### src/hw/riscv_pkg.sv
package riscv_pkg;

    ////////////////////////////////////////
    // datapath widths
    ////////////////////////////////////////

    // integer register width
    localparam int XLEN        = 32;
    // x0..x31
    localparam int REG_ADDR_W  = 5;
    // tag that follows an instruction to commit
    localparam int COMMIT_ID_W = 3;

    ////////////////////////////////////////
    // major opcodes
    ////////////////////////////////////////

    // only the integer classes this slice executes
    typedef enum logic [6:0] {
        OP     = 7'b0110011,
        OP_IMM = 7'b0010011,
        LUI    = 7'b0110111,
        AUIPC  = 7'b0010111,
        JAL    = 7'b1101111,
        JALR   = 7'b1100111
    } opcode_e;

    ////////////////////////////////////////
    // funct3 for OP / OP_IMM
    ////////////////////////////////////////

    // add or sub, picked by funct7 bit 5
    localparam logic [2:0] F3_ADD_SUB = 3'b000;
    localparam logic [2:0] F3_SLL     = 3'b001;
    localparam logic [2:0] F3_SLT     = 3'b010;
    localparam logic [2:0] F3_SLTU    = 3'b011;
    localparam logic [2:0] F3_XOR     = 3'b100;
    // srl or sra, picked by funct7 bit 5
    localparam logic [2:0] F3_SRL_SRA = 3'b101;
    localparam logic [2:0] F3_OR      = 3'b110;
    localparam logic [2:0] F3_AND     = 3'b111;

endpackage

### src/hw/exu_pkg.sv
package exu_pkg;

    import riscv_pkg::*;

    ////////////////////////////////////////
    // operation and operand selects
    ////////////////////////////////////////

    // alu function, none means no result
    typedef enum logic [3:0] {
        ALU_NONE,
        ALU_ADD,
        ALU_SUB,
        ALU_SLL,
        ALU_SLT,
        ALU_SLTU,
        ALU_XOR,
        ALU_SRL,
        ALU_SRA,
        ALU_OR,
        ALU_AND,
        ALU_LUI,
        ALU_AUIPC,
        ALU_JUMP
    } alu_op_e;

    // first operand source
    typedef enum logic {
        OP1_RS1,
        OP1_PC
    } op1_sel_e;

    // second operand source, four for link address
    typedef enum logic [1:0] {
        OP2_RS2,
        OP2_IMM,
        OP2_FOUR
    } op2_sel_e;

    ////////////////////////////////////////
    // block to block bundles
    ////////////////////////////////////////

    // instruction as handed over by issue
    typedef struct packed {
        logic                   valid;
        logic [6:0]             opcode;
        logic [2:0]             funct3;
        logic                   funct7_5;
        logic [REG_ADDR_W-1:0]  rs1;
        logic [REG_ADDR_W-1:0]  rs2;
        logic [REG_ADDR_W-1:0]  rd;
        logic [XLEN-1:0]        imm;
        logic [XLEN-1:0]        pc;
        logic [COMMIT_ID_W-1:0] commit_id;
    } issue_t;

    // decoder result
    typedef struct packed {
        alu_op_e  alu_op;
        op1_sel_e op1_sel;
        op2_sel_e op2_sel;
        logic     reg_we;
    } dec_t;

    // collected operands plus forwarding flags
    typedef struct packed {
        logic                   valid;
        alu_op_e                alu_op;
        logic [XLEN-1:0]        op1;
        logic [XLEN-1:0]        op2;
        logic                   pass_op1;
        logic                   pass_op2;
        logic [REG_ADDR_W-1:0]  rd;
        logic                   reg_we;
        logic [COMMIT_ID_W-1:0] commit_id;
    } alu_req_t;

    // write port towards the register file
    typedef struct packed {
        logic                   we;
        logic [REG_ADDR_W-1:0]  waddr;
        logic [XLEN-1:0]        data;
        logic [COMMIT_ID_W-1:0] commit_id;
    } wb_t;

endpackage

### src/hw/exu_alu.sv
`timescale 1ns/1ns

module exu_alu (
    input  logic              clk,
    input  logic              rst_n,
    input  exu_pkg::alu_req_t req_i,
    input  logic              wb_ready_i,
    input  logic              int_assert_i,
    input  logic              misaligned_fetch_i,
    output exu_pkg::wb_t      wb_o,
    output logic              stall_o
);

    import riscv_pkg::*;
    import exu_pkg::*;

    // last accepted result, source for forwarding
    logic [XLEN-1:0] last_result_q;

    // mirror a word end to end
    function automatic logic [XLEN-1:0] bit_rev(input logic [XLEN-1:0] v);
        logic [XLEN-1:0] r;
        for (int i = 0; i < XLEN; i++) begin
            r[i] = v[XLEN-1-i];
        end
        return r;
    endfunction

    // forwarding muxes
    wire [XLEN-1:0] mux_op1 = req_i.pass_op1 ? last_result_q : req_i.op1;
    wire [XLEN-1:0] mux_op2 = req_i.pass_op2 ? last_result_q : req_i.op2;

    // one-hot views of the op
    wire op_add   = (req_i.alu_op == ALU_ADD);
    wire op_sub   = (req_i.alu_op == ALU_SUB);
    wire op_sll   = (req_i.alu_op == ALU_SLL);
    wire op_slt   = (req_i.alu_op == ALU_SLT);
    wire op_sltu  = (req_i.alu_op == ALU_SLTU);
    wire op_xor   = (req_i.alu_op == ALU_XOR);
    wire op_srl   = (req_i.alu_op == ALU_SRL);
    wire op_sra   = (req_i.alu_op == ALU_SRA);
    wire op_or    = (req_i.alu_op == ALU_OR);
    wire op_and   = (req_i.alu_op == ALU_AND);
    wire op_lui   = (req_i.alu_op == ALU_LUI);
    wire op_auipc = (req_i.alu_op == ALU_AUIPC);
    wire op_jump  = (req_i.alu_op == ALU_JUMP);

    // groups sharing a unit
    wire op_right   = op_srl | op_sra;
    wire op_shift   = op_sll | op_right;
    wire op_compare = op_slt | op_sltu;
    wire op_adder   = op_add | op_sub | op_compare | op_auipc | op_jump;
    // subtract path: a + ~b + 1
    wire op_invert  = op_sub | op_compare;

    ////////////////////////////////////////
    // shifter
    ////////////////////////////////////////

    // right shifts go through the left shifter reversed
    wire [XLEN-1:0] shift_in  = {XLEN{op_shift}} &
                                (op_right ? bit_rev(mux_op1) : mux_op1);
    wire [4:0]      shamt     = {5{op_shift}} & mux_op2[4:0];
    wire [XLEN-1:0] shift_res = shift_in << shamt;

    wire [XLEN-1:0] sll_res   = shift_res;
    wire [XLEN-1:0] srl_res   = bit_rev(shift_res);
    // top shamt bits take the sign
    wire [XLEN-1:0] sra_mask  = ~({XLEN{1'b1}} >> shamt);
    wire [XLEN-1:0] sra_res   = (srl_res & ~sra_mask) | ({XLEN{mux_op1[XLEN-1]}} & sra_mask);

    ////////////////////////////////////////
    // shared adder
    ////////////////////////////////////////

    wire [XLEN-1:0] adder_a   = {XLEN{op_adder}} & mux_op1;
    wire [XLEN-1:0] adder_b   = {XLEN{op_adder}} & (op_invert ? ~mux_op2 : mux_op2);
    wire            adder_cin = op_adder & op_invert;
    // bit 32 is the carry out
    wire [XLEN:0]   adder_res = {1'b0, adder_a} + {1'b0, adder_b} + {{XLEN{1'b0}}, adder_cin};

    ////////////////////////////////////////
    // compare
    ////////////////////////////////////////

    // mixed signs decide directly, else sign of the difference
    wire signs_differ   = mux_op1[XLEN-1] ^ mux_op2[XLEN-1];
    wire lt_signed      = signs_differ ? mux_op1[XLEN-1] : adder_res[XLEN-1];
    // no carry out means a borrow
    wire lt_unsigned    = ~adder_res[XLEN];

    ////////////////////////////////////////
    // result select
    ////////////////////////////////////////

    // dropped when not valid or under interrupt
    wire            res_en  = req_i.valid & ~int_assert_i;
    wire [XLEN-1:0] alu_res = {XLEN{res_en}} & (
        ({XLEN{op_add | op_sub | op_auipc | op_jump}} & adder_res[XLEN-1:0]) |
        ({XLEN{op_xor}}  & (mux_op1 ^ mux_op2)) |
        ({XLEN{op_or}}   & (mux_op1 | mux_op2)) |
        ({XLEN{op_and}}  & (mux_op1 & mux_op2)) |
        ({XLEN{op_sll}}  & sll_res) |
        ({XLEN{op_srl}}  & srl_res) |
        ({XLEN{op_sra}}  & sra_res) |
        ({XLEN{op_slt}}  & {{(XLEN-1){1'b0}}, lt_signed}) |
        ({XLEN{op_sltu}} & {{(XLEN-1){1'b0}}, lt_unsigned}) |
        ({XLEN{op_lui}}  & mux_op2));

    // write port
    assign wb_o.we        = req_i.valid & req_i.reg_we & ~int_assert_i;
    assign wb_o.waddr     = (int_assert_i | misaligned_fetch_i) ? '0 : req_i.rd;
    assign wb_o.data      = alu_res;
    assign wb_o.commit_id = req_i.commit_id;

    // write held off by the consumer
    assign stall_o = wb_o.we & ~wb_ready_i;

    always_ff @(posedge clk or negedge rst_n) begin
        if (!rst_n) begin
            last_result_q <= '0;
        end else if (wb_o.we & wb_ready_i) begin
            last_result_q <= alu_res;
        end
    end

endmodule

### src/hw/exu_alu_dec.sv
`timescale 1ns/1ns

module exu_alu_dec (
    input  exu_pkg::issue_t issue_i,
    output exu_pkg::dec_t   dec_o
);

    import riscv_pkg::*;
    import exu_pkg::*;

    // register-register form, only place where funct7_5 means sub
    wire is_op = (issue_i.opcode == OP);

    always_comb begin
        // illegal or unsupported opcode falls through as a no-op
        dec_o.alu_op  = ALU_NONE;
        dec_o.op1_sel = OP1_RS1;
        dec_o.op2_sel = OP2_RS2;
        dec_o.reg_we  = 1'b0;

        case (issue_i.opcode)
            OP, OP_IMM: begin
                dec_o.op2_sel = is_op ? OP2_RS2 : OP2_IMM;
                dec_o.reg_we  = 1'b1;
                case (issue_i.funct3)
                    // addi has no subtract form
                    F3_ADD_SUB: dec_o.alu_op = (is_op && issue_i.funct7_5) ? ALU_SUB : ALU_ADD;
                    F3_SLL:     dec_o.alu_op = ALU_SLL;
                    F3_SLT:     dec_o.alu_op = ALU_SLT;
                    F3_SLTU:    dec_o.alu_op = ALU_SLTU;
                    F3_XOR:     dec_o.alu_op = ALU_XOR;
                    // srai carries the same bit in imm[10]
                    F3_SRL_SRA: dec_o.alu_op = issue_i.funct7_5 ? ALU_SRA : ALU_SRL;
                    F3_OR:      dec_o.alu_op = ALU_OR;
                    F3_AND:     dec_o.alu_op = ALU_AND;
                    default:    dec_o.alu_op = ALU_NONE;
                endcase
            end
            LUI: begin
                dec_o.alu_op  = ALU_LUI;
                dec_o.op2_sel = OP2_IMM;
                dec_o.reg_we  = 1'b1;
            end
            AUIPC: begin
                dec_o.alu_op  = ALU_AUIPC;
                dec_o.op1_sel = OP1_PC;
                dec_o.op2_sel = OP2_IMM;
                dec_o.reg_we  = 1'b1;
            end
            JAL, JALR: begin
                // link value pc+4, target is not computed here
                dec_o.alu_op  = ALU_JUMP;
                dec_o.op1_sel = OP1_PC;
                dec_o.op2_sel = OP2_FOUR;
                dec_o.reg_we  = 1'b1;
            end
            default: begin
                dec_o.alu_op = ALU_NONE;
                dec_o.reg_we = 1'b0;
            end
        endcase
    end

endmodule

### src/hw/exu_opnd.sv
`timescale 1ns/1ns

module exu_opnd (
    input  exu_pkg::issue_t                      issue_i,
    input  exu_pkg::dec_t                        dec_i,
    output logic [riscv_pkg::REG_ADDR_W-1:0]     rs1_addr_o,
    output logic [riscv_pkg::REG_ADDR_W-1:0]     rs2_addr_o,
    input  logic [riscv_pkg::XLEN-1:0]           rs1_data_i,
    input  logic [riscv_pkg::XLEN-1:0]           rs2_data_i,
    input  logic                                 pend_valid_i,
    input  logic [riscv_pkg::REG_ADDR_W-1:0]     pend_rd_i,
    output exu_pkg::alu_req_t                    req_o
);

    import riscv_pkg::*;
    import exu_pkg::*;

    logic [XLEN-1:0] op1;
    logic [XLEN-1:0] op2;
    logic            pass_op1;
    logic            pass_op2;

    // read ports straight from the instruction fields
    assign rs1_addr_o = issue_i.rs1;
    assign rs2_addr_o = issue_i.rs2;

    ////////////////////////////////////////
    // operand muxes
    ////////////////////////////////////////

    assign op1 = (dec_i.op1_sel == OP1_PC) ? issue_i.pc : rs1_data_i;

    always_comb begin
        case (dec_i.op2_sel)
            OP2_RS2:  op2 = rs2_data_i;
            OP2_IMM:  op2 = issue_i.imm;
            // link offset for jal/jalr
            OP2_FOUR: op2 = XLEN'(4);
            default:  op2 = '0;
        endcase
    end

    ////////////////////////////////////////
    // forwarding flags
    ////////////////////////////////////////

    // pending write not yet in the array, x0 never forwarded
    assign pass_op1 = (dec_i.op1_sel == OP1_RS1) && pend_valid_i &&
                      (pend_rd_i == issue_i.rs1) && (pend_rd_i != '0);
    assign pass_op2 = (dec_i.op2_sel == OP2_RS2) && pend_valid_i &&
                      (pend_rd_i == issue_i.rs2) && (pend_rd_i != '0);

    // pack the request for the alu
    always_comb begin
        req_o.valid     = issue_i.valid;
        req_o.alu_op    = dec_i.alu_op;
        req_o.op1       = op1;
        req_o.op2       = op2;
        req_o.pass_op1  = pass_op1;
        req_o.pass_op2  = pass_op2;
        req_o.rd        = issue_i.rd;
        req_o.reg_we    = dec_i.reg_we;
        req_o.commit_id = issue_i.commit_id;
    end

endmodule

### src/hw/exu_regfile.sv
`timescale 1ns/1ns

module exu_regfile (
    input  logic                                 clk,
    input  logic                                 rst_n,
    input  logic [riscv_pkg::REG_ADDR_W-1:0]     rs1_addr_i,
    input  logic [riscv_pkg::REG_ADDR_W-1:0]     rs2_addr_i,
    output logic [riscv_pkg::XLEN-1:0]           rs1_data_o,
    output logic [riscv_pkg::XLEN-1:0]           rs2_data_o,
    input  exu_pkg::wb_t                         wb_i,
    input  logic                                 wb_ready_i,
    output logic                                 pend_valid_o,
    output logic [riscv_pkg::REG_ADDR_W-1:0]     pend_rd_o
);

    import riscv_pkg::*;

    // x1..x31, x0 is not stored
    logic [XLEN-1:0]       regs_q [1:31];
    logic                  pend_valid_q;
    logic [REG_ADDR_W-1:0] pend_rd_q;
    logic [XLEN-1:0]       pend_data_q;

    // write handshake completes
    wire wb_accept = wb_i.we & wb_ready_i;

    ////////////////////////////////////////
    // pending write stage
    ////////////////////////////////////////

    always_ff @(posedge clk or negedge rst_n) begin
        if (!rst_n) begin
            pend_valid_q <= 1'b0;
            pend_rd_q    <= '0;
        end else begin
            // one entry, drains every cycle
            pend_valid_q <= wb_accept;
            if (wb_accept) begin
                pend_rd_q <= wb_i.waddr;
            end
        end
    end

    always_ff @(posedge clk) begin
        if (wb_accept) begin
            pend_data_q <= wb_i.data;
        end
    end

    ////////////////////////////////////////
    // architectural array
    ////////////////////////////////////////

    always_ff @(posedge clk or negedge rst_n) begin
        if (!rst_n) begin
            for (int i = 1; i < 32; i++) begin
                regs_q[i] <= '0;
            end
        end else if (pend_valid_q && (pend_rd_q != '0)) begin
            // lands one edge after acceptance
            regs_q[pend_rd_q] <= pend_data_q;
        end
    end

    // x0 reads zero
    assign rs1_data_o = (rs1_addr_i == '0) ? '0 : regs_q[rs1_addr_i];
    assign rs2_data_o = (rs2_addr_i == '0) ? '0 : regs_q[rs2_addr_i];

    assign pend_valid_o = pend_valid_q;
    assign pend_rd_o    = pend_rd_q;

endmodule

### src/hw/exu_top.sv
`timescale 1ns/1ns

module exu_top (
    input  logic            clk,
    input  logic            rst_n,
    input  exu_pkg::issue_t issue_i,
    input  logic            wb_ready_i,
    input  logic            int_assert_i,
    input  logic            misaligned_fetch_i,
    output exu_pkg::wb_t    wb_o,
    output logic            stall_o
);

    import riscv_pkg::*;
    import exu_pkg::*;

    dec_t                  dec;
    alu_req_t              alu_req;
    logic [REG_ADDR_W-1:0] rs1_addr;
    logic [REG_ADDR_W-1:0] rs2_addr;
    logic [XLEN-1:0]       rs1_data;
    logic [XLEN-1:0]       rs2_data;
    // pending write seen by the operand collector
    logic                  pend_valid;
    logic [REG_ADDR_W-1:0] pend_rd;

    ////////////////////////////////////////
    // decode and operand collect
    ////////////////////////////////////////

    exu_alu_dec u_alu_dec (
        .issue_i (issue_i),
        .dec_o   (dec)
    );

    exu_opnd u_opnd (
        .issue_i      (issue_i),
        .dec_i        (dec),
        .rs1_addr_o   (rs1_addr),
        .rs2_addr_o   (rs2_addr),
        .rs1_data_i   (rs1_data),
        .rs2_data_i   (rs2_data),
        .pend_valid_i (pend_valid),
        .pend_rd_i    (pend_rd),
        .req_o        (alu_req)
    );

    // written from the alu port after the handshake
    exu_regfile u_regfile (
        .clk          (clk),
        .rst_n        (rst_n),
        .rs1_addr_i   (rs1_addr),
        .rs2_addr_i   (rs2_addr),
        .rs1_data_o   (rs1_data),
        .rs2_data_o   (rs2_data),
        .wb_i         (wb_o),
        .wb_ready_i   (wb_ready_i),
        .pend_valid_o (pend_valid),
        .pend_rd_o    (pend_rd)
    );

    ////////////////////////////////////////
    // execute
    ////////////////////////////////////////

    exu_alu u_alu (
        .clk                (clk),
        .rst_n              (rst_n),
        .req_i              (alu_req),
        .wb_ready_i         (wb_ready_i),
        .int_assert_i       (int_assert_i),
        .misaligned_fetch_i (misaligned_fetch_i),
        .wb_o               (wb_o),
        .stall_o            (stall_o)
    );

endmodule

### config.mk
export PLATFORM = sky130hd
export DESIGN_NAME = exu_top
export DESIGN_NICKNAME = d
export VERILOG_FILES = /design/src/hw/riscv_pkg.sv /design/src/hw/exu_pkg.sv /design/src/hw/exu_alu.sv /design/src/hw/exu_alu_dec.sv /design/src/hw/exu_opnd.sv /design/src/hw/exu_regfile.sv /design/src/hw/exu_top.sv
export SDC_FILE = /design/constraint.sdc
export NUM_CORES = 2
export LEC_CHECK = 0
export BUFFER_PORTS_ARGS = -buffer_cell sky130_fd_sc_hd__buf_2
export CAP_MARGIN = 40
export CORE_ASPECT_RATIO = 0.7
export CORE_UTILIZATION = 40
export CTS_CLUSTER_DIAMETER = 60
export DETAILED_ROUTE_END_ITERATION = 12
export PLACE_DENSITY = 0.68
export SLEW_MARGIN = 20
export SYNTH_ARGS = -nofsm -noshare
export SYNTH_HDL_FRONTEND = slang
export SYNTH_SLANG_ARGS = --single-unit
### constraint.sdc
create_clock -name clk -period 9.54 [get_ports clk]
set_input_delay 1.908 -clock clk [delete_from_list [all_inputs] [get_ports clk]]
set_output_delay 1.908 -clock clk [all_outputs]
set_load 0.005 [all_outputs]
==> results.md <==
- Outcome: finished with violations
- Violated checks: negative setup slack
- Number of design rule violations left after detail routing: 0
- CP Cell Sequence: buf_2 > xnor2_1 > nand3_2 > or4_1 > buf_12 > buf_4 > buf_4 > o31ai_1 > a21oi_1 > buf_4 > mux2i_1 > a32oi_1 > a221oi_1 > o22ai_1 > a221oi_1 > buf_4 > nor2_1 > nor2_1 > buf_2
- Antenna-violating nets left: 0
- Slowest library cell on the worst path: nor2_1
- First-pass GRT wire length: 432.8 mm
- Clock period minus final worst setup slack: between 9 and 10 ns
- Worst-path clk slew: roughly 0.060 ns
- Post-Syn Area: 66170 um^2
- Area growth from synthesis to final layout: 20.27%
- Total number of H-tree levels: 3
- Standard-cell rows: 124
- Final critical-path setup slack: -0.06289 ns
- Estimated wirelength of the detail-placed design: 227.1 mm
- Congestion Overflow GR: 0
- Flop and latch count out of synthesis: 1062
- Clock buffer count from CTS: 107
- Setup repair after global routing missed its margin: true
- Headroom to the max-slew limit: 29.04%
- Sequential element share of the synthesized area: 40.40%
- Most instantiated flip-flop cell in the synthesis netlist: dfrtp_1
- Area leader, netlist: dfrtp_1
- PwrDens: ~120 nW/um^2
- Final Hold Violating Endpoints: 0
- Fraction of post-synthesis cell area in the top cell type by area: approximately 40%
- Via count of the first global-routing pass: 54310
- Total area of multi-input combinational cells: 37240 um^2
- Root cell of the clock tree: clkbuf_16
- Number of max-cap violations: 0
- Kind of launch point of the worst setup path: input pin
- Critical path's most frequent cell: buf_4
- I/O Pins: 141
- Largest net degree at the start of global routing: 170
- Clock network latency to the later pin of the worst-skew pair: roughly 0.77 ns
- Worst setup EP type: primary output
- Count of unique library cells instantiated by Yosys: 91
- Placeable Area: 163700 um^2
- Peak fanout along the critical path: 13
- Stage delay of the slowest cell on the critical path: 0.63 ns
- Number of sinks handled by clock tree synthesis: between 1000 and 1500
- Number of enable-type register cells in the synthesized netlist: 32
- Mean instance size in the synthesized netlist: 12.03 um^2
- Worst slack, placed: -0.3878 ns
- Total wire length: 313.2 mm
- Die X-Extent: 488.1 um
- Vias/cell: 6.745
- Achievable Freq: roughly 0.10 GHz
- Count of vias placed by the detailed router: 56720
- Tightest Hold Check Type: flop to flop
- Cell count after synthesis: between 5000 and 6000
- Input/output buffers: ~130
- Clock tree from TritonCTS: built
- Top cells by area, synth: dfrtp_1, mux2_2, mux4_2
- Total Power Consumption: between 9 and 10 mW
- Tightest Pin Transition: 1.064 ns
- Number of fill cells: 14470
- Req. time, crit path: 7.63 ns
- Maximum buffer depth of the clock tree: 3
- Final setup violation count: 1
- Number of pins with negative max-slew slack in the final report: 0
- Drt initial violations: ~8500
- Async set-or-reset flop fraction in the synthesized netlist: 96.99%
- Worst setup path class: input pin to primary output
- Length of the first detailed-routing pass in iterations: 9
- Synth Warn #: 0
- Worst endpoint data arrival time: about 7.7 ns
- Final #Nets: 6305
- Highest ir drop seen on vdd: 0.1525 mV
- Initial cell density of the core: about two fifths
- Die footprint: approximately 170000 um^2
- Finished Core Util: 48.62%
- Number of buffers inserted by hold repair at cts: 0
- Synthesized netlist net count: 5695
- Final worst clock skew: between 0.05 and 0.06 ns
- Number of antenna violations at the first check in global routing: 19
- Total leakage power: about 37 nW
- All-layer global routing usage: 36.91%
- Final weighted congestion of routability-driven global placement: 1.122
- Period utilization: 100.7%
- Routed wirelength normalized by instance count: 37.24 um
- Ratio of cells with drive above 1 in the final layout: between 40% and 50%
- Final TNS setup: -0.06289 ns
- Sequential cell area: 26740 um^2
- Height of the die: 342.3 um
-- through the flow --
stage,std cells,instance area (um^2),hold WS [ns]
finish,8410,79590,0.4970
global placement,8130,74790,0.4664
detailed placement,8160,75250,0.4779
CTS,8354,78820,0.4910
floorplan,5499,66190,0.4498
global route,8400,79560,0.5295
-- critical path: cells and delay by family --
kind            cells  cell delay [ns]
simple gates        4             1.43
compound gates      6             2.36
xor+xnor            1             0.21
buf+inv             7             1.45
mux                 1             0.28
-- cells in the final DEF (no fill, tap or decap), types with 15 or more instances in the layout --
| cell type | instances |
|---|---|
| o221ai_1 | 33 |
| nor4_1 | 15 |
| nor3_1 | 74 |
| a32oi_1 | 17 |
| nor2_1 | 254 |
| ha_1 | 95 |
| clkbuf_16 | 112 |
| inv_1 | 104 |
| mux4_2 | 393 |
| o22ai_1 | 37 |
| o211ai_1 | 69 |
| o31ai_1 | 35 |
| clkinv_2 | 24 |
| nand2_1 | 218 |
| nand2_2 | 17 |
| buf_8 | 31 |
| buf_12 | 76 |
| a21oi_1 | 172 |
| a221o_1 | 20 |
| a221oi_1 | 64 |
| a22oi_1 | 124 |
| dfrtp_1 | 1030 |
| mux2_2 | 1082 |
| mux2i_1 | 243 |
| xnor2_1 | 42 |
| nand3_1 | 96 |
| buf_4 | 768 |
| o21ai_0 | 180 |
| a22o_1 | 28 |
| a222oi_1 | 15 |
| o21a_1 | 18 |
| buf_2 | 129 |
| a211oi_1 | 53 |
| a21o_1 | 29 |
| clkbuf_1 | 28 |
| nand4_1 | 25 |
| o21ai_1 | 16 |
| a31oi_1 | 24 |
| edfxtp_1 | 32 |
| nor2b_1 | 18 |
-- cell families after synthesis --
logic type / after synthesis / share of synthesized area [%]
flops: 1062 / 40.40
buf+inv: 644 / 4.101
fa+ha+maj: 97 / 1.857
simple gates: 848 / 5.877
compound gates: 1061 / 11.13
mux: 1731 / 35.89
xor+xnor: 56 / 0.7412
-- synth_stat cells, drive strengths merged (12+ instances only) --
cell / instances
mux2: 1082
dfrtp: 1030
mux4: 402
clkbuf: 307
nor2: 270
mux2i: 247
nand2: 235
buf: 223
o21ai: 205
a21oi: 178
a22oi: 128
inv: 108
nand3: 98
ha: 95
nor3: 82
o211ai: 69
a221oi: 68
a211oi: 57
xnor2: 42
o31ai: 41
o22ai: 40
o221ai: 33
edfxtp: 32
a21o: 29
a22o: 28
a31oi: 25
nand4: 25
nor2b: 23
a221o: 20
nor4: 19
o21a: 18
a32oi: 17
or3: 17
a222oi: 15
and2: 15
xor2: 14
a311oi: 12
and3: 12
nand2b: 12
o2111ai: 12
-- timing repair --
action	CTS	global route
setup buffers	1	24
endpoints found under the setup margin	8	17
gates resized for setup	22	58
gates cloned	0	3
pin swaps	3	10
-- worst paths after layout --
kind | start | end | slack [ns] | cells past startpoint
min | u_alu.last_result_q[28]$_DFFE_PN0P_ | u_alu.last_result_q[28]$_DFFE_PN0P_ | 0.50 | 2
min in group asynchronous | rst_n | u_regfile.regs_q[578]$_DFFE_PN0P_ | 1.14 | 1
min reg2reg | u_alu.last_result_q[28]$_DFFE_PN0P_ | u_alu.last_result_q[28]$_DFFE_PN0P_ | 0.50 | 2
max reg2reg | u_regfile.pend_rd_o[4]$_DFFE_PN0P_ | u_regfile.pend_data_q[0]$_DFFE_PP_ | 2.76 | 25
max | issue_i[81] | wb_o[15] | -0.06 | 19
max in group asynchronous | rst_n | u_regfile.regs_q[564]$_DFFE_PN0P_ | 6.11 | 3
-- flip-flops by register name, summed over array words and instances, names as in the netlist --
| signal | flops |
|---|---|
| u_alu.last_result_q | 32 |
| u_regfile.pend_data_q | 32 |
| u_regfile.regs_q | 992 |
| u_regfile.pend_valid_o | 1 |
| u_regfile.pend_rd_o | 5 |
-- cell type report --
class | count | area share (%)
clock buffers | 149 | 3.767
well taps | 2205 | 3.466
multi-input cells | 3793 | 46.79
repair buffers | 1031 | 11.21
diodes | 12 | 0.03773
inverters | 114 | 0.5471
clock inverters | 44 | 0.5943
flip-flops and latches | 1062 | 33.59
-- per-layer routing --
metal | vias up | GRT usage [%] | wire, um
met4 | 20 | 15.01 | 15440
met3 | 786 | 16.68 | 47760
met5 | - | 1.478 | 673
met1 | 29350 | 52.97 | 130300
li1 | 22370 | - | -
met2 | 4193 | 47.07 | 119000
-- where the power goes --
group	total (mW)	switching, mW	internal (mW)
sequential	4.54	0.0109	4.53
combinational	1.11	0.727	0.380
clock	4.30	1.95	2.34
Power figures use the tool's default switching activity.
